`config.mk`:
```
export PLATFORM = sky130hd
export DESIGN_NAME = tag_alloc_top
export DESIGN_NICKNAME = d
export VERILOG_FILES = /design/src/tag_geom_pkg.sv /design/src/id_map_pkg.sv /design/src/col_free_ring.sv /design/src/row_binder.sv /design/src/tag_map_mem.sv /design/src/tag_alloc_top.sv
export SDC_FILE = /design/constraint.sdc
export NUM_CORES = 1
export LEC_CHECK = 0
export CAP_MARGIN = 30
export CELL_PAD_IN_SITES_DETAIL_PLACEMENT = 1
export CELL_PAD_IN_SITES_GLOBAL_PLACEMENT = 1
export CORE_AREA = 2 2 119 121
export CTS_CLUSTER_DIAMETER = 200
export DETAILED_ROUTE_END_ITERATION = 10
export DIE_AREA = 0 0 121 123
export DONT_BUFFER_PORTS = 1
export GPL_ROUTABILITY_DRIVEN = 0
export GPL_TIMING_DRIVEN = 0
export PLACE_DENSITY = 0.74
export SETUP_SLACK_MARGIN = 0.3
export SLEW_MARGIN = 5
export SYNTH_ARGS = -nofsm -noshare
export SYNTH_HDL_FRONTEND = slang
export SYNTH_SLANG_ARGS = --single-unit
export TNS_END_PERCENT = 1
```
`constraint.sdc`:
```
create_clock -name clk -period 4.05 [get_ports clk]
set_clock_uncertainty 0.1 [all_clocks]
set_input_delay 0.405 -clock clk [delete_from_list [all_inputs] [get_ports clk]]
set_output_delay 0.405 -clock clk [all_outputs]
set_load 0.01 [all_outputs]
```
`src/tag_geom_pkg.sv`:
```
// geometry of the internal tag space and the tag word types
// import wherever a row, column or {row,col} tag is handled
`default_nettype none

package tag_geom_pkg;

    // ========================================================================
    // geometry
    // ========================================================================
    // number of original IDs that can be active at the same time
    localparam int NUM_ROWS = 4;
    // requests in flight per original ID
    localparam int NUM_COLS = 4;

    // derived widths
    localparam int ROW_W = $clog2(NUM_ROWS);
    localparam int COL_W = $clog2(NUM_COLS);
    // free count runs 0..NUM_COLS, so one bit more than a column index
    localparam int CNT_W = $clog2(NUM_COLS + 1);

    // ========================================================================
    // tag types
    // ========================================================================
    typedef logic [ROW_W-1:0] row_idx_t;
    typedef logic [COL_W-1:0] col_idx_t;
    typedef logic [CNT_W-1:0] free_cnt_t;

    // row sits in the upper bits of the tag word
    typedef struct packed {
        row_idx_t row;
        col_idx_t col;
    } tag_rc_t;

    // flat is what goes out on ARID and comes back on RID,
    // rc is the same word split for row and column steering
    typedef union packed {
        logic [ROW_W+COL_W-1:0] flat;
        tag_rc_t                rc;
    } tag_u;

endpackage

`default_nettype wire

```
`src/id_map_pkg.sv`:
```
// original AXI ID type and the port bundles of the allocate and free paths
// shared by the allocator top, the row binder and the tag map
`default_nettype none

package id_map_pkg;

    import tag_geom_pkg::*;

    // width of the master's ARID/RID space
    localparam int ID_W = 4;

    typedef logic [ID_W-1:0] orig_id_t;

    // allocate strobe with the original ID asking for a tag
    typedef struct packed {
        logic     valid;
        orig_id_t id;
    } alloc_req_t;

    // same-cycle grant whose tag only means something with gnt
    typedef struct packed {
        logic gnt;
        tag_u tag;
    } alloc_rsp_t;

    // retirement strobe with the internal tag seen on RID
    typedef struct packed {
        logic valid;
        tag_u tag;
    } free_req_t;

    // ack is one cycle late, restored_id is same cycle
    typedef struct packed {
        logic     ack;
        orig_id_t restored_id;
    } free_rsp_t;

endpackage

`default_nettype wire

```
`src/col_free_ring.sv`:
```
// cyclic free queue of column indices for one row of the tag space
// pop takes the head column on a grant, a free of this row pushes at the tail
`default_nettype none
`timescale 1ns/1ns

module col_free_ring
    import tag_geom_pkg::*;
#(
    parameter int ROW_IDX = 0
) (
    input  logic                  clk,
    input  logic                  rst,
    input  logic                  pop,
    input  id_map_pkg::free_req_t free,
    output col_idx_t              head_col,
    output logic                  has_free,
    output logic                  row_idle
);

    // ring storage, head (pop side), tail (push side) and fill level
    col_idx_t  slot_q [NUM_COLS];
    col_idx_t  head_q;
    col_idx_t  tail_q;
    free_cnt_t count_q;
    free_cnt_t count_d;
    logic      push;

    // pointer step that wraps from the last slot back to slot 0
    function automatic col_idx_t next_ptr(input col_idx_t ptr);
        if (ptr == col_idx_t'(NUM_COLS - 1)) begin
            return '0;
        end
        return ptr + col_idx_t'(1);
    endfunction

    // only frees that target this row land here
    assign push = free.valid && (free.tag.rc.row == row_idx_t'(ROW_IDX));

    // oldest free column is offered to the binder
    assign head_col = slot_q[head_q];
    assign has_free = (count_q != '0);

    // last busy column coming back with no pop on this row in the same cycle
    assign row_idle = push && !pop && (count_q == free_cnt_t'(NUM_COLS - 1));

    // pop and push together leave the count alone
    always_comb begin
        count_d = count_q;
        if (push && !pop) begin
            count_d = count_q + free_cnt_t'(1);
        end else if (pop && !push) begin
            count_d = count_q - free_cnt_t'(1);
        end
    end

    // ========================================================================
    // ring state
    // ========================================================================
    always_ff @(posedge clk) begin
        if (rst) begin
            // all columns free and handed out 0,1,2,3 the first time round
            head_q  <= '0;
            tail_q  <= '0;
            count_q <= free_cnt_t'(NUM_COLS);
            for (int c = 0; c < NUM_COLS; c++) begin
                slot_q[c] <= col_idx_t'(c);
            end
        end else begin
            if (pop) begin
                head_q <= next_ptr(head_q);
            end
            if (push) begin
                slot_q[tail_q] <= free.tag.rc.col;
                tail_q         <= next_ptr(tail_q);
            end
            count_q <= count_d;
        end
    end

    // binder must only pop a row it saw as having a free column
    a_no_pop_empty: assert property (@(posedge clk) disable iff (rst)
        pop |-> (count_q != '0))
        else $error("row %0d popped while empty", ROW_IDX);

    // a push into a full ring means a tag was freed twice
    a_no_push_full: assert property (@(posedge clk) disable iff (rst)
        push |-> (count_q != free_cnt_t'(NUM_COLS)))
        else $error("row %0d pushed while full", ROW_IDX);

endmodule

`default_nettype wire

```
`src/row_binder.sv`:
```
// sticky row binding of original IDs and the allocate grant decision
// picks the row bound to the request ID, else the lowest unbound row,
// and grants when that row's ring still has a free column
`default_nettype none
`timescale 1ns/1ns

module row_binder
    import tag_geom_pkg::*;
    import id_map_pkg::*;
(
    input  logic                clk,
    input  logic                rst,
    input  alloc_req_t          alloc,
    input  logic [NUM_ROWS-1:0] has_free,
    input  col_idx_t            head_col [NUM_ROWS],
    input  logic [NUM_ROWS-1:0] row_idle,
    output logic [NUM_ROWS-1:0] pop,
    output alloc_rsp_t          alloc_rsp,
    output logic                tag_we
);

    // ========================================================================
    // binding table
    // ========================================================================
    // bound flag per row and the original ID that owns it
    logic [NUM_ROWS-1:0] bound_q;
    orig_id_t            owner_q [NUM_ROWS];

    // row search results
    logic     hit;
    row_idx_t hit_row;
    logic     have_unbound;
    row_idx_t unbound_row;
    row_idx_t chosen_row;
    logic     grant;
    logic     bind_new;

    // first matching row and first unbound row in one pass,
    // each taken only while not yet found
    always_comb begin
        hit          = 1'b0;
        hit_row      = '0;
        have_unbound = 1'b0;
        unbound_row  = '0;
        for (int r = 0; r < NUM_ROWS; r++) begin
            if (!hit && bound_q[r] && (owner_q[r] == alloc.id)) begin
                hit     = 1'b1;
                hit_row = row_idx_t'(r);
            end
            if (!have_unbound && !bound_q[r]) begin
                have_unbound = 1'b1;
                unbound_row  = row_idx_t'(r);
            end
        end
    end

    // existing binding wins over a fresh row
    assign chosen_row = hit ? hit_row : unbound_row;

    // refused when every row is taken by other IDs or the own row is drained
    assign grant    = alloc.valid && (hit || have_unbound) && has_free[chosen_row];
    assign bind_new = grant && !hit;
    assign tag_we   = grant;

    // one-hot pop towards the chosen ring
    always_comb begin
        for (int r = 0; r < NUM_ROWS; r++) begin
            pop[r] = grant && (chosen_row == row_idx_t'(r));
        end
    end

    // tag is the chosen row and that ring's head column
    always_comb begin
        alloc_rsp = '0;
        if (grant) begin
            alloc_rsp.gnt        = 1'b1;
            alloc_rsp.tag.rc.row = chosen_row;
            alloc_rsp.tag.rc.col = head_col[chosen_row];
        end
    end

    // ========================================================================
    // binding updates
    // ========================================================================
    // release and a new bind never hit the same row
    // since an idle row was bound and a new bind needs an unbound row
    always_ff @(posedge clk) begin
        if (rst) begin
            bound_q <= '0;
        end else begin
            for (int r = 0; r < NUM_ROWS; r++) begin
                if (row_idle[r]) begin
                    bound_q[r] <= 1'b0;
                end
            end
            if (bind_new) begin
                bound_q[chosen_row] <= 1'b1;
            end
        end
    end

    // owner ID comes from the request that first binds the row
    always_ff @(posedge clk) begin
        if (bind_new) begin
            owner_q[chosen_row] <= alloc.id;
        end
    end

    // ========================================================================
    // checks
    // ========================================================================
    for (genvar i = 0; i < NUM_ROWS; i++) begin : g_chk
        // a ring only drains back to full on a row that was handed out
        a_idle_bound: assert property (@(posedge clk) disable iff (rst)
            row_idle[i] |-> bound_q[i])
            else $error("row %0d went idle while unbound", i);

        // one original ID never owns two rows at once
        for (genvar j = i + 1; j < NUM_ROWS; j++) begin : g_pair
            a_unique_owner: assert property (@(posedge clk) disable iff (rst)
                !(bound_q[i] && bound_q[j] && (owner_q[i] == owner_q[j])))
                else $error("rows %0d and %0d bound to the same ID", i, j);
        end
    end

endmodule

`default_nettype wire

```
`src/tag_map_mem.sv`:
```
// original-ID store per internal tag
// written on every grant, read back as restored_id while a free is requested
`default_nettype none
`timescale 1ns/1ns

module tag_map_mem
    import tag_geom_pkg::*;
    import id_map_pkg::*;
(
    input  logic       clk,
    input  logic       rst,
    input  logic       tag_we,
    input  alloc_rsp_t alloc_rsp,
    input  orig_id_t   alloc_id,
    input  free_req_t  free,
    output free_rsp_t  free_rsp
);

    localparam int NUM_TAGS = NUM_ROWS * NUM_COLS;

    // one entry per flat tag
    orig_id_t            map_q [NUM_TAGS];
    logic                ack_q;
    // one bit per tag that is in flight
    logic [NUM_TAGS-1:0] busy_q;

    // record the requester's ID under the granted tag
    always_ff @(posedge clk) begin
        if (tag_we) begin
            map_q[alloc_rsp.tag.flat] <= alloc_id;
        end
    end

    // ack mirrors the free strobe one cycle later
    always_ff @(posedge clk) begin
        if (rst) begin
            ack_q  <= 1'b0;
            busy_q <= '0;
        end else begin
            ack_q <= free.valid;
            if (free.valid) begin
                busy_q[free.tag.flat] <= 1'b0;
            end
            if (tag_we) begin
                busy_q[alloc_rsp.tag.flat] <= 1'b1;
            end
        end
    end

    // guarded restore that reads as zero with no free pending
    assign free_rsp.restored_id = free.valid ? map_q[free.tag.flat] : '0;
    assign free_rsp.ack         = ack_q;

    // retirement of a tag that was never handed out
    a_free_busy: assert property (@(posedge clk) disable iff (rst)
        free.valid |-> busy_q[free.tag.flat])
        else $error("free of tag %0h that is not outstanding", free.tag.flat);

    // rings must never hand out a column that is still in flight
    a_grant_idle: assert property (@(posedge clk) disable iff (rst)
        tag_we |-> !busy_q[alloc_rsp.tag.flat])
        else $error("grant of tag %0h that is still outstanding", alloc_rsp.tag.flat);

endmodule

`default_nettype wire

```
`src/tag_alloc_top.sv`:
```
// AXI read ID allocator that maps original IDs to internal {row,col} tags
// drive alloc to get a tag for ARID, drive free with the tag from RID
// to get the original ID back and return the tag for reuse
`default_nettype none
`timescale 1ns/1ns

module tag_alloc_top
    import tag_geom_pkg::*;
    import id_map_pkg::*;
(
    input  logic       clk,
    input  logic       rst,
    input  alloc_req_t alloc,
    input  free_req_t  free,
    output alloc_rsp_t alloc_rsp,
    output free_rsp_t  free_rsp
);

    // ========================================================================
    // binder to ring wiring
    // ========================================================================
    // one-hot pop from the binder
    logic [NUM_ROWS-1:0] pop;
    // per-ring status back to the binder
    logic [NUM_ROWS-1:0] has_free;
    logic [NUM_ROWS-1:0] row_idle;
    col_idx_t            head_col [NUM_ROWS];
    // grant doubles as tag map write strobe
    logic                tag_we;

    // row choice and grant
    row_binder u_binder (
        .clk       (clk),
        .rst       (rst),
        .alloc     (alloc),
        .has_free  (has_free),
        .head_col  (head_col),
        .row_idle  (row_idle),
        .pop       (pop),
        .alloc_rsp (alloc_rsp),
        .tag_we    (tag_we)
    );

    // one free ring per row, each filters frees by its own row index
    for (genvar r = 0; r < NUM_ROWS; r++) begin : g_ring
        col_free_ring #(
            .ROW_IDX (r)
        ) u_ring (
            .clk      (clk),
            .rst      (rst),
            .pop      (pop[r]),
            .free     (free),
            .head_col (head_col[r]),
            .has_free (has_free[r]),
            .row_idle (row_idle[r])
        );
    end

    // ========================================================================
    // tag map
    // ========================================================================
    // ID to store comes straight from the request
    tag_map_mem u_map (
        .clk       (clk),
        .rst       (rst),
        .tag_we    (tag_we),
        .alloc_rsp (alloc_rsp),
        .alloc_id  (alloc.id),
        .free      (free),
        .free_rsp  (free_rsp)
    );

endmodule

`default_nettype wire

```
## Word-level counts from Yosys, hierarchy flattened

Memory sizes are Yosys's and may differ from the RTL's. A register that Yosys moved wholly into a read port is not among the register bits.
Cells that the tools add are included.

| storage, ports and cells | value |
|---|---|
| register bits after elaboration | 33 |
| memory bits (writable) | 112 |
| bits of input ports | 12 |
| output and inout port bits | 10 |
| word-level logic and storage cells | 248 |
| memories kept | 6 |

Memories:

| name | depth | width | rd ports | clocked after memory_dff | write ports | line | RTL |
|---|---|---|---|---|---|---|---|
| u_map.map_q | 16 | 4 | 1 | 0 | 1 | tag_map_mem.sv:22 | `orig_id_t map_q [NUM_TAGS];` |
| u_binder.owner_q | 4 | 4 | 4 | 0 | 1 | row_binder.sv:27 | `orig_id_t owner_q [NUM_ROWS];` |
| g_ring[0].u_ring.slot_q | 4 | 2 | 1 | 1 | 4 | col_free_ring.sv:21 | `col_idx_t slot_q [NUM_COLS];` |
| g_ring[1].u_ring.slot_q | 4 | 2 | 1 | 1 | 4 | col_free_ring.sv:21 |  |
| g_ring[2].u_ring.slot_q | 4 | 2 | 1 | 1 | 4 | col_free_ring.sv:21 |  |
| g_ring[3].u_ring.slot_q | 4 | 2 | 1 | 1 | 4 | col_free_ring.sv:21 |  |

| cells by class | value |
|---|---|
| $add $sub $neg | 16 |
| $lt $le $gt $ge | 3 |
| eq/ne operators | 22 |
| multiplexer cells | 119 |
| bitwise gates (word level) | 2 |
| reductions and logical operators | 66 |

Operators by type and width:

| kind | number |
|---|---|
| 2-bit two-way mux | 39 |
| 1-bit two-way mux | 66 |
| 1-bit logical AND | 34 |
| 2-bit == test, second input constant | 12 |
| 3-bit two-way mux | 8 |
| 1-bit zero test | 17 |
| 2-bit by 1-bit adder with 2-bit output, second input constant | 8 |
| 4-bit == test | 4 |
| 3-bit by 1-bit adder with 3-bit output, second input constant | 4 |
| 3-bit by 2-bit == test with 1-bit output, second input constant | 4 |
| 3-bit nonzero test | 4 |
| 3-bit by 1-bit subtractor with 3-bit output, second input constant | 4 |
| 4-bit two-way mux | 2 |
| 2-bit nonzero test | 4 |
| 2-bit OR reduction | 4 |
| 5-bit two-way mux | 1 |
| 2-bit binary-select mux with 2-bit select | 1 |
| 2-bit by 1-bit == test with 1-bit output, second input constant | 2 |
| 2-bit zero test | 2 |
| 4-bit OR | 1 |
| 3-bit greater-or-equal comparator, second input constant | 1 |
| 2-bit by 3-bit < comparator with 1-bit output, second input constant | 1 |
| 2-bit inverter with 3-bit output | 1 |
| 1-bit binary-select mux with 2-bit select | 1 |
| 3 further kinds | 3 |

## Longest topological paths before layout

Gate-level depths: netlist (run 1).
An unclocked memory read counts as a cell.

| logic depth | value |
|---|---|
| word-level depth | 28 |
| depth in mapped cells | 16 |
| mapped depth without buffers | 14 |

## By module

From an unflattened synthesis (run 1), not the netlist that was laid out.

| second synthesis, totals | value |
|---|---|
| cells, all modules | 523 |
| area, all modules | 7048.0 um^2 |

By module, submodules not included:

| module | instances | cells each | area an instance (um^2) | sequential area each (um^2) |
|---|---|---|---|---|
| tag_map_mem | 1 | 158 | 2673.8 | 1941.9 |
| row_binder | 1 | 101 | 1201.2 | 560.5 |
| col_free_ring (g_ring[0].u_ring) | 1 | 63 | 809.5 | 420.4 |
| col_free_ring (g_ring[1].u_ring) | 1 | 67 | 805.8 | 420.4 |
| col_free_ring (g_ring[3].u_ring) | 1 | 67 | 779.5 | 420.4 |
| col_free_ring (g_ring[2].u_ring) | 1 | 67 | 778.2 | 420.4 |

## Worst setup path after synthesis (run 1)

No wires, ideal clock.

| timing | value |
|---|---|
| kind | input to register |
| start | input alloc[1] in the netlist's numbering |
| end | register g_ring[0].u_ring.count_q[2] |
| setup time | 0.132 ns |
| arrival time | 3.417 ns |
| setup slack | 0.401 ns |
| stages on the path | 15 |
| path through | buf_2 a22o_1 or4_1 buf_2 o311a_1 o21ai_2 clkbuf_1 nor2_1 inv_1 ha_1 inv_1 fa_1 xor2_1 o21ai_0 or3b_2 |

| between the ends | value |
|---|---|
| longest elaborated chain between the ends | 23 |
| elaborated cells on any way between the ends | 34 |
| those cells by class | eq/ne: 4; mux: 11; reduce/logical: 19 |

Ends and longest elaborated chain:

| what | line | RTL |
|---|---|---|
| start, declared | tag_alloc_top.sv:13 | `input alloc_req_t alloc,` |
| 4-bit == test | row_binder.sv:46 | `if (!hit && bound_q[r] && (owner_q[r] == alloc.id)) begin` |
| 1-bit logical AND | row_binder.sv:46 |  |
| 1-bit two-way mux | row_binder.sv:46 |  |
| 1-bit zero test | row_binder.sv:46 |  |
| 1-bit logical AND (2 in series) | row_binder.sv:46 |  |
| 1-bit two-way mux | row_binder.sv:46 |  |
| 1-bit zero test | row_binder.sv:46 |  |
| 1-bit logical AND (2 in series) | row_binder.sv:46 |  |
| [5 not listed] | n/a |  |
| 2-bit two-way mux | row_binder.sv:58 | `assign chosen_row = hit ? hit_row : unbound_row;` |
| 1-bit binary-select mux with 2-bit select | row_binder.sv:61 | `assign grant = alloc.valid && (hit \|\| have_unbound) && has_free[chosen_row];` |
| 1-bit two-way mux (not written as such) | row_binder.sv:61 |  |
| 1-bit logical AND | row_binder.sv:61 |  |
| 1-bit logical AND * | row_binder.sv:68 | `pop[r] = grant && (chosen_row == row_idx_t'(r));` |
| 1-bit zero test | col_free_ring.sv:49 | `if (push && !pop) begin` |
| 1-bit logical AND | col_free_ring.sv:49 |  |
| 3-bit two-way mux or 2-bit nonzero test (tied branches) | n/a |  |
| end signal, assigned | col_free_ring.sv:64 | `count_q <= free_cnt_t'(NUM_COLS);` |
| end signal, assigned | col_free_ring.sv:76 | `count_q <= count_d;` |
| end, declared | col_free_ring.sv:24 | `free_cnt_t count_q;` |

Every way passes the cells marked *; elsewhere a longest branch is shown, timed or not. The select of a mux whose other input is x is not followed.
A chain may end at the register's enable or synchronous reset.

==> results of run 1 <==
## flip-flops by register name, indices dropped and copies added (netlist names), named ones only
signal	flops
g_ring.u_ring.head_q	8
g_ring.u_ring.tail_q	8
u_binder.bound_q	4
g_ring.u_ring.slot_q	32
u_binder.owner_q	16
u_map.map_q	64
g_ring.u_ring.count_q	12
u_map.ack_q	1
## per-layer routing
| metal | global-route usage, % | wire [um] | up-vias |
|---|---|---|---|
| met5 | 0 | 0 | - |
| met4 | 10.10 | 450 | 0 |
| met3 | 5.904 | 628 | 38 |
| met2 | 40.91 | 8489 | 93 |
| met1 | 29.21 | 6854 | 2191 |
| li1 | - | - | 1970 |
## cells in the mapped netlist, types with 9 or more instances
cell type | n | share of area (%)
nand2_1 | 23 | 1.3
nand3_1 | 12 | 0.88
xor2_1 | 15 | 1.9
edfxtp_1 | 112 | 49
and2_1 | 9 | 0.82
dfxtp_1 | 41 | 12
a21oi_1 | 15 | 1.1
inv_1 | 14 | 0.77
nor2_1 | 41 | 2.2
nand2b_1 | 10 | 0.91
nor3_1 | 23 | 1.7
ha_1 | 12 | 2.2
clkbuf_1 | 16 | 0.88
o21ai_0 | 16 | 1.2
mux4_2 | 28 | 9.2
or2_2 | 11 | 1.0
## layout make-up
class	count	area [sq um]
multi-input combinational	312	2572
clock inverter	13	177.7
fill	1326	5752
tap	180	225.2
buffer	24	113.9
timing repair buffer	10	91.34
sequential	153	4184
clock buffer	19	432.9
inverter	16	62.56
## per-stage QoR
| stage | cells | hold slack, ns | TNS (ns) |
|---|---|---|---|
| final | 727 | 0.1235 | 0 |
| after global routing | 727 | 0.1264 | 0 |
| after CTS | 724 | 0.1113 | 0 |
| after detailed placement | 685 | 0.4048 | -0.3571 |
| after global placement | 685 | 0.3839 | -0.1118 |
| after floorplan | 505 | 0.3589 | 0 |
## kinds of logic after synthesis
logic type	count (synthesis)	synth area share [%]
buffers and inverters	40	2.374
flip-flops	153	61.06
AND/OR/NAND/NOR	178	14.08
multiplexers	33	9.932
AO/OA/AOI/OAI	64	6.518
adder cells (fa/ha/maj)	16	3.359
XOR/XNOR	21	2.684
## where the power goes
| part | leakage (nW) | switching (mW) | internal, mW | total, mW |
|---|---|---|---|---|
| Combinational | 1.08 | 0.453 | 0.301 | 0.755 |
| Clock | 0.288 | 0.612 | 1.02 | 1.64 |
| Sequential | 1.35 | 0.0942 | 1.83 | 1.92 |
## final timing paths
check / end / slack [ns] / depth (start not counted)
max: g_ring[3].u_ring.count_q[2] / 0.28 / 13
min: g_ring[2].u_ring.slot_q[3][0] / 0.12 / 2
max reg2reg: g_ring[3].u_ring.count_q[2] / 0.28 / 13
min reg2reg: g_ring[3].u_ring.head_q[0] / 0.42 / 2
## worst max-delay path: cells and delay by family, from the launching register on
family	cells	cell delay (ns)
compound gates	3	0.85
xor+xnor	1	0.16
buf+inv	3	0.38
flops	1	0.37
simple gates	4	1.10
fa+ha+maj	2	0.67
## timing repair
item,CTS,global route
hold endpoints to repair,82,0
setup endpoints to repair,4,5
gates cloned,0,0
hold buffers,5,0
resized for setup,7,7
pin swaps,2,6
buffers inserted,2,2
==> metrics, run 1 <==
via count 4292; Max H-tree Level 4; RSZ-0062 raised after global routing true; # diodes 0; most common cell after layout, fill and taps aside edfxtp_1; Worst Min Path Start free[2]; Rows 43; Crit path largest cell delay 0.46 ns; HPWL Detailed 11530 um; Final Hold Viols 0; Setup crit start kind flip-flop; CP Capture Type flip-flop; crit share post-route 93.02%; synth unique cells 59; Initial Util 50.34%; flop and latch count out of synthesis 153; CTS max path bufs 2; I/O pin total 22; pin count of the biggest net entering global routing 21; Final Worst Setup Slack 0.2828 ns; Arrival @ worst endpoint 3.97 ns; Lkg Pwr 2.715 nW; CTS clk-pin slew, worst paths 0.06 ns; Die Y 123 um; outcome complete, no violations; Synth Cell Area 6853 sq um; highest-delay cell along the critical path o41a_1; initial antenna violation count 0; Synth Warn # 0; Die W 121 um; layout cells sized above 1 18.28%; pre-CTS setup slack -0.2379 ns; Critical Path Most Common Cell inv_1; Clock Latency Late Sink 0.43 ns; async set-reset flop share out of synthesis 0%; Rel. slew slack 50.20%; CP required 4.25 ns; fin crit period 3.767 ns; ys flop type edfxtp_1; Port-buffer cells 0; final total power 4.314 mW; EDFF count, synth 112; Worst R2R Start u_binder.owner_q[0][1]; Mapped Cells 505; clock sink total 153; global-route usage over all layers 23.98%; die area 14880 sq um; WL/cell 22.59 um; WS Path Type reg2reg; fin area 7860 sq um; number of global-route vias before repair 4598; drt drc 0; total congestion overflow 0; worst min path class in2reg; Max Cap Violations 0; Avg Cell Area, Syn 13.57 sq um; peak supply drop 0.2669 mV; fmax 0.2655 GHz; Routed Antenna Nets 0; power per standard cell area 548.9 nW/um^2; fin. max-slew vios 0; sequential fraction of the synthesis area 61.06%; post-synth net total 533; TritonCTS clock tree done; commonest non-fill, non-tap cells in the layout edfxtp_1 (112), nor2_1 (41), dfxtp_1 (41), mux4_2 (28); Final Util 57.74%; fin nets 562; Core ar. 13610 sq um; CP cell instances inv_1, a22o_1, or4_1, buf_2, nand2_2, o41a_1, nand3_1, ha_1, inv_1, fa_1, xor2_1, o21ai_0, or3b_2; TritonCTS Buffers 17; Placed Instance Area 7078 sq um; critical path peak fanout 8; Detailed Routing Iterations Pass 1 4; first-pass GRT wire length 25940 um; DRT iter0 DRCs 259; drt total wl 16420 um; Area growth, synth to finish 14.70%; Worst Tran Pin Value 0.7445 ns; vias per cell 5.904; # setup viols final 0; Worst setup startpoint u_binder.owner_q[0][1]; clock root cell clkbuf_16
No activity file was read; power rests on OpenSTA's default activity.
==> run 2: changes to the inputs <==
- CORE_AREA: 2 2 119 121 -> 2 2 121 123
- DIE_AREA: 0 0 121 123 -> 0 0 123 125
- PLACE_DENSITY: 0.74 -> 0.72
==> metrics, run 2 (synthesis gave the netlist of run 1 again) <==
fin. max-slew vios 0 (unchanged); CTS max path bufs 2 (unchanged); Final Util 55.58% (-2.2 points); r2r setup slk 0.32 ns (+0.04 ns); register with the most flip-flops u_map.map_q; Fill cells 1419 (+7.0%); register share of total power 44.6% (about the same); Net Switching 1.203 mW (+3.7%); met2 usage 39.03% (-1.9 points); Gate power share 17.9% (+0.4 points); RSZ-0062 raised after global routing true; Worst Tran Pin Value 0.8617 ns (+0.1172 ns); WS Path Type reg2reg; fin nets 564 (+0.36%); Core ar. 14200 sq um (+4.3%); hold slack 0.1362 ns (+0.01267 ns); WL/cell 22.86 um (+1.2%); clock sink total 153 (unchanged); vias per cell 5.924 (+0.34%); fin crit period 3.726 ns (-0.04151 ns); CP Capture Type flip-flop; Routed Antenna Nets 0 (unchanged); I/O pin total 22 (unchanged); Max Cap Violations 0 (unchanged); critical path peak fanout 10 (+2); Sw Ratio 27.91% (+1.0 points); Rel. slew slack 42.55% (-7.6 points); TritonCTS Buffers 17 (unchanged); Worst Min Path Start free[2]; peak supply drop 0.2911 mV (+9.1%); die area 15380 sq um (+3.3%); most common cell after layout, fill and taps aside edfxtp_1; number of global-route vias before repair 4734 (+3.0%); GRT met1 Usage 29.09% (-0.11 points); worst min path class in2reg; Regs by FF count u_map.map_q (64), g_ring.u_ring.slot_q (32), u_binder.owner_q (16); pin count of the biggest net entering global routing 21 (unchanged); power per standard cell area 545.8 nW/um^2 (-0.56%); TritonCTS clock tree done; met3 usage 5.839% (-0.065 points); DRT iter0 DRCs 280 (+8.1%); # diodes 0 (unchanged); commonest non-fill, non-tap cells in the layout edfxtp_1 (112), dfxtp_1 (41), nor2_1 (40), mux4_2 (28); Area growth, synth to finish 15.21%; Worst R2R Start u_binder.owner_q[3][2]; outcome complete, no violations; Arrival @ worst endpoint 3.94 ns (-0.03 ns); Die Y 125 um (+1.6%); Lkg Pwr 2.712 nW (-0.11%); via count 4342 (+1.2%); fin area 7895 sq um (+0.45%); max reg flops 64 (unchanged); Port-buffer cells 0 (unchanged); Placed Instance Area 7083 sq um (about the same); Rows 44 (+2.3%); Final Hold Viols 0 (unchanged); pre-CTS setup slack -0.1886 ns (+0.04931 ns); # setup viols final 0 (unchanged); Clock power frac 37.5% (-0.4 points); clock root cell clkbuf_16; drt drc 0 (unchanged); Setup crit start kind flip-flop; layout cells sized above 1 19.67% (+1.4 points); Initial Util 48.25% (-2.1 points); Detailed Routing Iterations Pass 1 4 (unchanged); Die W 123 um (+1.7%); initial antenna violation count 0 (unchanged); global-route usage over all layers 23.22% (-0.76 points); HPWL Detailed 11420 um (-0.96%); Pint 3.106 mW (-1.5%); CTS clk-pin slew, worst paths 0.06 ns (about the same); drt total wl 16750 um (+2.0%); Max H-tree Level 4 (unchanged); GR peak layer met2; first-pass GRT wire length 26080 um (+0.50%); Final Worst Setup Slack 0.3243 ns (+0.04151 ns); fmax 0.2684 GHz (+1.1%); crit share post-route 91.99% (-1.0 points); total congestion overflow 0 (unchanged); Clock Latency Late Sink 0.43 ns (about the same); CP required 4.26 ns (about the same); Worst setup startpoint u_binder.owner_q[3][2]
run 2: cell count changes in the layout (fill, tap and decap cells not counted), sizes merged:
cell	previous run	this run
buf	14	16
clkbuf	34	32
clkinvlp	3	5
inv	16	18
bufinv	4	3
clkinv	6	5
run 2: area by class of cell:
| class | instances | area, sq um | area share (%) |
|---|---|---|---|
| sequential | 153 | 4184 | 53.00 |
| multi-input combinational | 312 | 2603 | 32.96 |
| clock buffer | 17 | 425.4 | 5.388 |
| tap | 184 | 230.2 | 2.916 |
| clock inverter | 15 | 175.2 | 2.219 |
| buffer | 24 | 112.6 | 1.426 |
| timing repair buffer | 12 | 102.6 | 1.300 |
| inverter | 16 | 62.56 | 0.7924 |
run 2: per-stage QoR:
stage / setup TNS, ns / power, mW / cells
after floorplan: 0 / 2.418 / 505
after global placement: -0.09135 / 2.573 / 689
after detailed placement: -0.2377 / 2.611 / 689
after CTS: 0 / 4.259 / 727
after global routing: 0 / 4.469 / 733
final: 0 / 4.309 / 733
run 2: worst max-delay path, cell delays in order, from the launching register on:
cell,delay [ns]
edfxtp_1,0.38
xor2_1,0.17
nor3_2,0.32
buf_4,0.18
a31oi_4,0.14
nor3_4,0.25
o32ai_4,0.13
o21ai_4,0.28
inv_4,0.12
nand2_2,0.14
ha_1,0.22
inv_1,0.07
fa_1,0.38
xor2_1,0.16
o21ai_0,0.13
or3b_2,0.44
run 2: worst paths after layout:
| check | to | depth (start not counted) |
|---|---|---|
| setup / recovery | g_ring[2].u_ring.count_q[2] | 15 |
| hold / removal | g_ring[2].u_ring.slot_q[3][0] | 2 |
| setup reg to reg | g_ring[2].u_ring.count_q[2] | 15 |
| hold reg to reg | flip-flop | 2 |
run 2: timing repair:
action	in CTS	in global routing
buffers inserted	1	6
pin swaps	2	8
hold buffers	5	0
endpoints found under the setup margin	3	7
gates resized for setup	6	16
endpoints found under the hold margin	82	0
run 2: routing by layer:
| metal | vias up | routed length, um |
|---|---|---|
| li1 | 1984 | - |
| met1 | 2221 | 6947 |
| met2 | 101 | 8584 |
| met3 | 36 | 761 |
| met4 | 0 | 460 |
| met5 | - | 0 |
run 2: power groups by stage:
stage,sequential [mW],combinational (mW),clock (mW)
5_1_grt,1.94,0.850,1.68
3_5_place_dp,1.95,0.660,0
2_1_floorplan,1.92,0.498,0
4_1_cts,1.92,0.710,1.63
3_3_place_gp,1.94,0.636,0
6_report,1.92,0.772,1.62
